`src/rtl/agu_pkg.sv`:
```
// address unit shared definitions
package agu_pkg;

  localparam int VADDR_BITS = 44;
  localparam int PAGE_BITS  = 13;
  localparam int LINE_BITS  = 8;
  localparam int BANK_COUNT = 32;

  typedef logic [VADDR_BITS-1:0]           vaddr_t;
  typedef logic [VADDR_BITS-PAGE_BITS-1:0] vpage_t;
  typedef logic [VADDR_BITS-PAGE_BITS-1:0] ppage_t;
  typedef logic [VADDR_BITS-LINE_BITS-1:0] line_addr_t;
  typedef logic [BANK_COUNT-1:0]           bank_mask_t;
  typedef logic [$clog2(BANK_COUNT)-1:0]   bank_t;
  typedef logic [4:0]                      size_code_t;
  typedef logic [8:0]                      reg_tag_t;
  typedef logic [1:0]                      op_type_t;
  typedef logic [7:0]                      fault_code_t;
  typedef logic [8:0]                      fault_no_t;
  typedef logic [2:0]                      bank_cnt_t;

  localparam op_type_t  OP_TYPE_IO    = 2'd2;
  localparam fault_no_t FAULT_NO_PAGE = 9'd45;
  localparam fault_no_t FAULT_NO_NONE = 9'd2;

  // access width class, decides how far past bank0 an access reaches
  typedef enum logic [2:0] {
    CLS_0,
    CLS_1,
    CLS_2,
    CLS_3,
    CLS_4,
    CLS_5,
    CLS_6
  } size_class_t;

  function automatic size_class_t size_class(input size_code_t sz);
    case (sz)
      5'd16: return CLS_0;
      5'd17: return CLS_1;
      5'd18: return CLS_2;
      5'd19: return CLS_3;
      // extended precision
      5'd3: return CLS_4;
      // 128 bit forms
      5'd0, 5'd1, 5'd2, 5'd12, 5'd13, 5'd14: return CLS_5;
      5'd4, 5'd5, 5'd6: return CLS_2;
      5'd8, 5'd9, 5'd10: return CLS_3;
      // fill and spill
      5'd15: return CLS_6;
      default: return CLS_3;
    endcase
  endfunction

  // banks touched beyond bank0, given the low two address bits
  function automatic bank_cnt_t extra_banks(input size_class_t cls, input logic [1:0] low);
    logic step_over;
    logic step_over2;
    step_over  = |low;
    step_over2 = &low;
    case (cls)
      CLS_0: return 3'd0;
      CLS_1: return step_over2 ? 3'd1 : 3'd0;
      CLS_2: return step_over ? 3'd1 : 3'd0;
      CLS_3: return step_over ? 3'd2 : 3'd1;
      CLS_4: return step_over2 ? 3'd3 : 3'd2;
      CLS_5: return step_over ? 3'd4 : 3'd3;
      // CLS_6 always spans five banks
      default: return 3'd4;
    endcase
  endfunction

endpackage

```
`src/rtl/agu_op_if.sv`:
```
// registered micro-op bundle
`timescale 1ns/1ns
interface agu_op_if #(
  parameter int TAG_WIDTH = $bits(agu_pkg::reg_tag_t)
) ();

  logic                   valid;
  agu_pkg::vaddr_t        addr;
  agu_pkg::size_code_t    sz;
  logic                   st;
  agu_pkg::bank_t         bank0;
  logic [TAG_WIDTH-1:0]   tag;
  logic                   kernel;
  agu_pkg::op_type_t      op_type;

  // stage register side
  modport ctl (
    output valid, addr, sz, st, bank0, tag, kernel, op_type
  );

  // decode, translate and issue side
  modport user (
    input valid, addr, sz, st, bank0, tag, kernel, op_type
  );

endinterface

```
`src/rtl/agu_op_reg.sv`:
```
// micro-op stage register
`timescale 1ns/1ns
module agu_op_reg #(
  parameter int TAG_WIDTH = $bits(agu_pkg::reg_tag_t)
) (
  input  logic                 clk,
  input  logic                 rst,
  input  logic                 except,
  input  logic                 stall,
  input  logic                 op_en,
  input  agu_pkg::vaddr_t      op_addr,
  input  agu_pkg::size_code_t  op_sz,
  input  logic                 op_st,
  input  agu_pkg::bank_t       op_bank0,
  input  logic [TAG_WIDTH-1:0] op_tag,
  input  logic                 op_kernel,
  input  agu_pkg::op_type_t    op_type,
  input  logic                 issued,
  agu_op_if.ctl                op
);
  import agu_pkg::*;

  logic                 accept;
  logic                 valid_q;
  vaddr_t               addr_q;
  size_code_t           sz_q;
  logic                 st_q;
  bank_t                bank0_q;
  logic [TAG_WIDTH-1:0] tag_q;
  logic                 kernel_q;
  op_type_t             op_type_q;

  // a new op enters only while nothing holds the stage
  assign accept = op_en & ~stall & ~except;

  always_ff @(posedge clk) begin
    if (rst) begin
      valid_q <= 1'b0;
    end else if (accept) begin
      valid_q <= 1'b1;
    end else if (except | issued) begin
      // empties after issue unless refilled at the same edge
      valid_q <= 1'b0;
    end
  end

  // op fields, held until the next accept
  always_ff @(posedge clk) begin
    if (accept) begin
      addr_q    <= op_addr;
      sz_q      <= op_sz;
      st_q      <= op_st;
      bank0_q   <= op_bank0;
      tag_q     <= op_tag;
      kernel_q  <= op_kernel;
      op_type_q <= op_type;
    end
  end

  assign op.valid   = valid_q;
  assign op.addr    = addr_q;
  assign op.sz      = sz_q;
  assign op.st      = st_q;
  assign op.bank0   = bank0_q;
  assign op.tag     = tag_q;
  assign op.kernel  = kernel_q;
  assign op.op_type = op_type_q;

endmodule

```
`src/rtl/agu_bank_decode.sv`:
```
// cache bank mask decode
`timescale 1ns/1ns
module agu_bank_decode (
  agu_op_if.user              op,
  output agu_pkg::bank_mask_t banks
);
  import agu_pkg::*;

  size_class_t cls;
  bank_cnt_t   extra;

  always_comb begin
    cls   = size_class(op.sz);
    extra = extra_banks(cls, op.addr[1:0]);
  end

  // bank i is touched when it lies within extra banks after bank0
  // the 5 bit difference wraps past bank 31 by itself
  always_comb begin
    for (int i = 0; i < BANK_COUNT; i++) begin
      banks[i] = (bank_t'(i) - op.bank0) <= bank_t'(extra);
    end
  end

endmodule

```
`src/rtl/agu_translate.sv`:
```
// line address build and page checks
`timescale 1ns/1ns
module agu_translate (
  agu_op_if.user              op,
  output agu_pkg::vpage_t     tlb_vpage,
  output agu_pkg::vpage_t     tlb_next_vpage,
  input  logic                tlb_hit,
  input  agu_pkg::ppage_t     tlb_phys,
  input  logic                tlb_sys,
  input  logic                tlb_na,
  input  logic                tlb_next_hit,
  input  agu_pkg::ppage_t     tlb_next_phys,
  input  logic                tlb_next_sys,
  input  logic                tlb_next_na,
  output agu_pkg::line_addr_t addr_even,
  output agu_pkg::line_addr_t addr_odd,
  output logic [1:0]          addr_low,
  output logic                odd,
  output logic                split,
  output logic                ready,
  output logic [1:0]          fault
);
  import agu_pkg::*;

  logic [PAGE_BITS-LINE_BITS:0] m;
  logic [PAGE_BITS-LINE_BITS:0] n;
  logic                         carry;
  logic [5:0]                   end_bank;
  bank_cnt_t                    extra;
  logic                         need_next;
  ppage_t                       next_page;
  line_addr_t                   main_line;
  line_addr_t                   next_line;
  logic [1:0]                   fault_main;
  logic [1:0]                   fault_next;

  assign tlb_vpage      = op.addr[VADDR_BITS-1:PAGE_BITS];
  assign tlb_next_vpage = tlb_vpage + 1'b1;

  // split when the bank run wraps past bank 31 into the other half line
  assign extra    = extra_banks(size_class(op.sz), op.addr[1:0]);
  assign end_bank = {1'b0, op.bank0} + 6'(extra);
  assign split    = end_bank[5];

  // half-line index within the page and its successor
  assign m          = op.addr[PAGE_BITS-1:LINE_BITS-1];
  assign {carry, n} = {1'b0, m} + 7'd1;
  assign need_next  = split & carry;

  assign next_page = need_next ? tlb_next_phys : tlb_phys;
  assign main_line = {tlb_phys, m[5:1]};
  assign next_line = {next_page, n[5:1]};

  assign odd      = op.addr[LINE_BITS-1];
  assign addr_low = op.addr[1:0];

  // the op's own half goes to its parity, the other half is the next line
  assign addr_even = odd ? next_line : main_line;
  assign addr_odd  = odd ? main_line : next_line;

  assign ready = tlb_hit & (~need_next | tlb_next_hit);

  // privilege in bit 1, not-present in bit 0
  assign fault_main = {~op.kernel & tlb_sys, ~tlb_na};
  assign fault_next = {~op.kernel & tlb_next_sys, ~tlb_next_na};
  assign fault      = fault_main | (need_next ? fault_next : 2'b00);

endmodule

```
`src/rtl/agu_issue.sv`:
```
// issue control and fault report
`timescale 1ns/1ns
module agu_issue (
  input  logic                 clk,
  input  logic                 rst,
  input  logic                 except,
  input  logic                 bus_hold,
  agu_op_if.user               op,
  input  logic                 ready,
  input  logic [1:0]           fault,
  output logic                 stall,
  output logic                 mem_en,
  output logic                 io_en,
  output logic                 tlb_miss,
  output logic                 issued,
  output logic                 page_fault,
  output agu_pkg::fault_code_t fault_code,
  output agu_pkg::fault_no_t   fault_no
);
  import agu_pkg::*;

  logic       can_issue;
  logic       is_io;
  logic [1:0] fault_q;

  assign is_io     = op.op_type == OP_TYPE_IO;
  assign can_issue = op.valid & ready & ~bus_hold & ~except;

  assign mem_en = can_issue & ~is_io;
  assign io_en  = can_issue & is_io;
  assign issued = mem_en | io_en;

  // held op still waiting on translation
  assign tlb_miss = op.valid & ~ready;
  assign stall    = tlb_miss | bus_hold;

  // fault pair of the op that issued last cycle
  always_ff @(posedge clk) begin
    if (rst) begin
      fault_q <= 2'b00;
    end else if (issued) begin
      fault_q <= fault;
    end else begin
      fault_q <= 2'b00;
    end
  end

  assign page_fault = |fault_q;
  assign fault_code = {4'b0000, fault_q[1], 2'b00, fault_q[0]};
  assign fault_no   = page_fault ? FAULT_NO_PAGE : FAULT_NO_NONE;

endmodule

```
`src/rtl/agu_read.sv`:
```
// load/store address read stage
`timescale 1ns/1ns
module agu_read #(
  parameter int TAG_WIDTH = $bits(agu_pkg::reg_tag_t)
) (
  input  logic                 clk,
  input  logic                 rst,
  input  logic                 except,
  input  logic                 bus_hold,
  input  logic                 op_en,
  input  agu_pkg::vaddr_t      op_addr,
  input  agu_pkg::size_code_t  op_sz,
  input  logic                 op_st,
  input  agu_pkg::bank_t       op_bank0,
  input  logic [TAG_WIDTH-1:0] op_tag,
  input  logic                 op_kernel,
  input  agu_pkg::op_type_t    op_type,
  output agu_pkg::vpage_t      tlb_vpage,
  output agu_pkg::vpage_t      tlb_next_vpage,
  input  logic                 tlb_hit,
  input  agu_pkg::ppage_t      tlb_phys,
  input  logic                 tlb_sys,
  input  logic                 tlb_na,
  input  logic                 tlb_next_hit,
  input  agu_pkg::ppage_t      tlb_next_phys,
  input  logic                 tlb_next_sys,
  input  logic                 tlb_next_na,
  output logic                 stall,
  output logic                 mem_en,
  output logic                 io_en,
  output logic                 tlb_miss,
  output agu_pkg::line_addr_t  addr_even,
  output agu_pkg::line_addr_t  addr_odd,
  output logic [1:0]           addr_low,
  output logic                 odd,
  output logic                 split,
  output agu_pkg::bank_mask_t  banks,
  output agu_pkg::size_code_t  sz,
  output logic                 st,
  output logic [TAG_WIDTH-1:0] tag,
  output logic                 page_fault,
  output agu_pkg::fault_code_t fault_code,
  output agu_pkg::fault_no_t   fault_no
);
  import agu_pkg::*;

  logic       ready;
  logic       issued;
  logic [1:0] fault;

  agu_op_if #(.TAG_WIDTH(TAG_WIDTH)) op_bus ();

  // decode
  agu_op_reg #(.TAG_WIDTH(TAG_WIDTH)) op_reg0 (
    .clk       (clk),
    .rst       (rst),
    .except    (except),
    .stall     (stall),
    .op_en     (op_en),
    .op_addr   (op_addr),
    .op_sz     (op_sz),
    .op_st     (op_st),
    .op_bank0  (op_bank0),
    .op_tag    (op_tag),
    .op_kernel (op_kernel),
    .op_type   (op_type),
    .issued    (issued),
    .op        (op_bus.ctl)
  );

  agu_bank_decode bank_dec0 (
    .op    (op_bus.user),
    .banks (banks)
  );

  // execute
  agu_translate xlate0 (
    .op             (op_bus.user),
    .tlb_vpage      (tlb_vpage),
    .tlb_next_vpage (tlb_next_vpage),
    .tlb_hit        (tlb_hit),
    .tlb_phys       (tlb_phys),
    .tlb_sys        (tlb_sys),
    .tlb_na         (tlb_na),
    .tlb_next_hit   (tlb_next_hit),
    .tlb_next_phys  (tlb_next_phys),
    .tlb_next_sys   (tlb_next_sys),
    .tlb_next_na    (tlb_next_na),
    .addr_even      (addr_even),
    .addr_odd       (addr_odd),
    .addr_low       (addr_low),
    .odd            (odd),
    .split          (split),
    .ready          (ready),
    .fault          (fault)
  );

  // result
  agu_issue issue0 (
    .clk        (clk),
    .rst        (rst),
    .except     (except),
    .bus_hold   (bus_hold),
    .op         (op_bus.user),
    .ready      (ready),
    .fault      (fault),
    .stall      (stall),
    .mem_en     (mem_en),
    .io_en      (io_en),
    .tlb_miss   (tlb_miss),
    .issued     (issued),
    .page_fault (page_fault),
    .fault_code (fault_code),
    .fault_no   (fault_no)
  );

  assign sz  = op_bus.sz;
  assign st  = op_bus.st;
  assign tag = op_bus.tag;

endmodule

```
`config.mk`:
```
export PLATFORM = sky130hd
export DESIGN_NAME = agu_read
export DESIGN_NICKNAME = d
export VERILOG_FILES = /design/src/rtl/agu_pkg.sv /design/src/rtl/agu_op_if.sv /design/src/rtl/agu_op_reg.sv /design/src/rtl/agu_bank_decode.sv /design/src/rtl/agu_translate.sv /design/src/rtl/agu_issue.sv /design/src/rtl/agu_read.sv
export SDC_FILE = /design/constraint.sdc
export NUM_CORES = 1
export LEC_CHECK = 0
export ABC_AREA = 1
export BUFFER_PORTS_ARGS = -buffer_cell sky130_fd_sc_hd__buf_4
export CAP_MARGIN = 20
export CORE_ASPECT_RATIO = 0.7
export CORE_UTILIZATION = 30
export DETAILED_ROUTE_END_ITERATION = 6
export GPL_ROUTABILITY_DRIVEN = 0
export GPL_TIMING_DRIVEN = 0
export PLACE_DENSITY = 0.56
export SKIP_LAST_GASP = 1
export SYNTH_ARGS = -nofsm -noshare
export SYNTH_HDL_FRONTEND = slang
export SYNTH_HIERARCHICAL = 1
export SYNTH_SLANG_ARGS = --single-unit
```
`constraint.sdc`:
```
create_clock -name clk -period 5.55 [get_ports clk]
set_input_delay 0.2775 -clock clk [delete_from_list [all_inputs] [get_ports clk]]
set_output_delay 0.2775 -clock clk [all_outputs]
set_load 0.02 [all_outputs]
```
; ---- Yosys cells after proc, flatten, opt, wreduce, memory -nomap -nowiden
; Memories as Yosys holds them, arrays and structs flattened. A register that Yosys moved wholly into a read port is not among the register bits.
; Cells that the tools add are included.
[totals]
elab_cells = 139
romBits = 192
mem_count = 2
ram_bits = 0
out_inout_bits = 207
register_bits = 70
input_bits = 140
latch_bits = 0
[classes]
n_reduce_logical = 7
n_mux = 16
n_shift = 0
n_bitwise = 27
eq_ne = 11
n_lt_le_gt_ge = 32
addsub = 35
multipliers = 0
div = 0
[memory_table]
columns = memory, words, width, rd, rd_clocked_by_memory_dff, wr, line
row1 = (no name shown), 32, 3, 1, 1, 0, agu_pkg.sv:38  ; case (sz)
row2 = (no name shown), 32, 3, 1, 1, 0, agu_pkg.sv:38
[op_table]
columns = operator, count
row1 = $le 5x3->1, 32
row2 = $sub 5x5->5 const A, 16
row3 = $mux 36, 2
row4 = $sub 4x5->5 const A, 8
row5 = $pmux 3 s6, 2
row6 = $add 31x1->31 const B, 1
row7 = $mux 31, 1
row8 = $sub 3x5->5 const A, 4
row9 = $and 1x1->1, 12
row10 = $eq 3x2->1 const B, 4
row11 = $eq 3x3->1 const B, 4
row12 = $mux 5, 2
row13 = $not 1->1, 10
row14 = $sub 1x5->5 const A, 2
row15 = $sub 2x5->5 const A, 2
row16 = $add 6x1->7 const B, 1
row17 = $add 5x3->6, 1
row18 = $eq 3x1->1 const B, 2
row19 = $logic_not 3->1, 2
row20 = $mux 6, 1
row21 = $reduce_or 2->1, 3
row22 = $mux 1, 5
row23 = $mux 2, 2
row24 = $or 1x1->1, 4
row25 = 5 further kinds, 5

; ---- Longest topological paths before layout
[depth]
depth_word = 16
ltp_mapped = 24
ltp_nobuf = 23

; ---- Modules after synthesis
; Netlist, hierarchy kept.
[by_module_without_submodules]
columns = module, cells_each, n_inst, seq_area_each_um2, area_per_inst_um2
row1 = agu_translate, 554, 1, 0.0, 2803.9
row2 = agu_op_reg, 77, 1, 2031.9, 2073.2
row3 = agu_bank_decode, 250, 1, 0.0, 1445.1
row4 = agu_issue, 38, 1, 40.0, 234.0

; ---- Least setup slack after synthesis
; OpenSTA, ideal clock, no wires.
[synth_timing]
kind = register to register
startpoint = register, netlist name op_reg0/op.sz[2]
endpoint = register op_reg0.addr_q[0], in the netlist op_reg0/op.addr[0] (enable)
arrival_time_ns = 5.537
required_time_ns = 5.057
setup_ns = 0.493
stages_incl_launch_ff = 21
path_slack_ns = -0.480
n_path_buf = 1
period_less_slack_ns = 6.030
cell_sequence = edfxtp_1 inv_2 nand2_1 nand3_1 nand3_1 nand2_1 nand3_1 o21ai_0 ha_1 a21oi_1 or2_2 nand2_4 nand2_4 buf_6 o21ai_1 inv_1 nor2_1 or2_1 inv_1 nand2_2 nor2_1
[synth_lines]
columns = element, line
row1 = "end signal, assigned", agu_op_reg.sv:50  ; addr_q <= op_addr;
row2 = "end, declared", agu_op_reg.sv:25  ; vaddr_t addr_q;

==> impl_metrics.ini <==
[outcome]
status = completed

[cells_and_area]
final_nets = 1445
layout-area-overhead-vs-synth_pct = 50.27
drive_above_1_share = 0.3758
stdcell_area_sq_mm = 0.009627
num_antenna_cells = 0
finalCoreUtilization = 0.4626

[routing]
remaining_drc_errors = 0
first_pass_iters = 5
num_vias = 6777
ant_nets = 0
drtIter0Drc = 443
wire_per_inst_microns = 14.32
wl_mm = 22.16
via_per_inst = 4.378

[cts]
cts.hold.buffers_added = 0
clkSinkCount = 65
cts_resized = 0
clkTransAtPathRegs_ns = 0.06
cts_root_buffer = clkbuf_16
cts_tree = yes
clock_latency_ns = 0.33
postCtsSetupBuffers = 0
htree_num_levels = 3
numCtsBuffers = 9
clk_path_buf_depth = 2

[setup_path]
cp_max_fo = 31
rr_endpoint = op_reg0/op.addr[18]
r2r_cells = 22
critical_path_class = reg -> reg
cp_data_required_time_ns = 5.57
endpoint_kind = flop
cp.arrival_ns = 3.86
r2r_start = op_reg0/op.sz[2]
ff2ff_setup_slack_ns = 1.72
startpoint_type = flop

[sta]
hold_violations = 0
fin_ws_ns = 1.716
rsz0062_at_grt = false
maxSlewViolCount = 0
worst_slew_pin_slew_ns = 0.6084
slew_headroom = 0.5944
post-route-period-util = 0.6908
fin_skew_ns = 0.01152
min_period_ns = 3.834
fmax_mhz = 260.8
finalSetupViolCount = 0

[place]
dpl_cell_area_sq_mm = 0.009325
port_buffers = 331
post-dp-hpwl_mm = 18.38
place_ws_ns = 1.707

[floorplanning]
die_h_microns = 124.3
die_area_sq_mm = 0.02195
io_pins = 347
fp.coreArea_sq_mm = 0.02081
start_util = 0.3078
rows = 44
die_x_microns = 176.7

[logic_synthesis]
netlist_area_sq_mm = 0.006406
postSynthAreaPerCell_sq_um = 7.009
netlist_instances = 914
ys_warn_count = 6

[global_route]
grt_max_degree = 32
track_usage = 0.1944
grt-ovfl-total = 0
antenna_found_initial = 1
grt_pass1_vias = 6222
grt_pass1_wl_mm = 33.37

[pwr]
ir_drop_mv = 0.1325
finalPower_mw = 1.610
powerDensity_mw_per_mm2 = 167.2
p_leak_nw = 5.237

[worst_hold_path]
hp-class = in -> reg
holdPathStages = 1
worstHoldStart = op_addr[20]
hold_end = op_reg0/op.addr[20]

[job]
maxCapViolCount = 0
==> power breakdown <==
part	total, mW	internal [mW]	switching, mW
Combinational	0.460	0.209	0.251
Clock	0.580	0.352	0.229
Sequential	0.570	0.554	0.0154
Total	1.61	1.11	0.495
==> layout make-up <==
type	instances	area, sq um
buffer	75	505.5
clock buffer	9	225.2
clock inverter	7	76.32
fill	2113	11180
inverter	164	615.6
multi-input combinational	619	3405
sequential	65	1922
tap	276	345.3
timing repair buffer	333	2532
==> sequential cells by signal (all words and copies together) (netlist names) <==
signal,cells
op_reg0/op.addr,39
op_reg0/op.tag,9
op_reg0/op.bank0,5
op_reg0/op.sz,5
issue0/fault_q,2
op_reg0/op.op_type,2
op_reg0/op.kernel,1
op_reg0/op.st,1
op_reg0/op.valid,1
==> critical path, stage by stage (launching register included) <==
cell and delay, ns:
edfxtp_1 0.56, inv_2 0.17, nand2_1 0.08, nand3_1 0.09, nand3_1 0.09, nand2_1 0.14, nand2_1 0.09, o211ai_1 0.19
ha_1 0.26, nand2_1 0.06, nor2_1 0.05, nand3_2 0.08, nand2_4 0.10, nand2_4 0.14, buf_6 0.19, o21ai_1 0.07
inv_1 0.07, nor2_1 0.05, or2_1 0.22, inv_1 0.07, nand2_2 0.07, nor2_4 0.38, buf_12 0.26
==> layer usage <==
| layer | up-vias | global-route usage | part of all wire |
|---|---|---|---|
| met5 | - | 0 | 0.00054 |
| met4 | 2 | 0.03550 | 0.0091 |
| met3 | 12 | 0.06074 | 0.079 |
| met2 | 218 | 0.3142 | 0.45 |
| met1 | 3026 | 0.2546 | 0.46 |
| li1 | 3519 | - | - |
==> cells in the final DEF, fill, tap and decap left out, types with 4 or more instances in the layout <==
| master | instances |
|---|---|
| edfxtp_1 | 62 |
| conb_1 | 10 |
| inv_2 | 7 |
| o22ai_1 | 6 |
| nor2_2 | 8 |
| a21oi_1 | 8 |
| ha_1 | 38 |
| xor2_1 | 34 |
| buf_6 | 5 |
| clkbuf_16 | 9 |
| nor3_1 | 4 |
| nand4_1 | 9 |
| nor2_4 | 5 |
| nand2_2 | 33 |
| xnor2_1 | 11 |
| buf_4 | 380 |
| inv_1 | 156 |
| nand2_1 | 214 |
| nand3_1 | 123 |
| clkbuf_1 | 15 |
| o21ai_0 | 22 |
| buf_1 | 4 |
| nand3_2 | 8 |
| nor2_1 | 61 |
==> through the flow <==
stage               std cells  hold WS (ns)  setup TNS, ns
finish                   1548        0.1167              0
global route             1548       0.09517              0
CTS                      1548        0.1061              0
detailed placement       1532        0.4567              0
global placement         1530        0.4556         -11.41
floorplan                 923        0.3764              0
==> worst max-delay path by stage <==
stage	from	end	slack, ns	cells past startpoint
floorplan	op_reg0/op.sz[2]	op_reg0/op.addr[0]	0.80	20
global placement	op_reg0/op.sz[2]	op_reg0/op.sz[1]	-0.19	21
detailed placement	op_reg0/op.sz[2]	op_reg0/op.sz[1]	1.71	22
global route	op_reg0/op.sz[2]	op_reg0/op.addr[39]	1.38	22
finish	op_reg0/op.sz[2]	op_reg0/op.addr[18]	1.72	22
CTS	op_reg0/op.sz[2]	op_reg0/op.tag[4]	1.69	22
No activity file was read; power rests on OpenSTA's default activity.
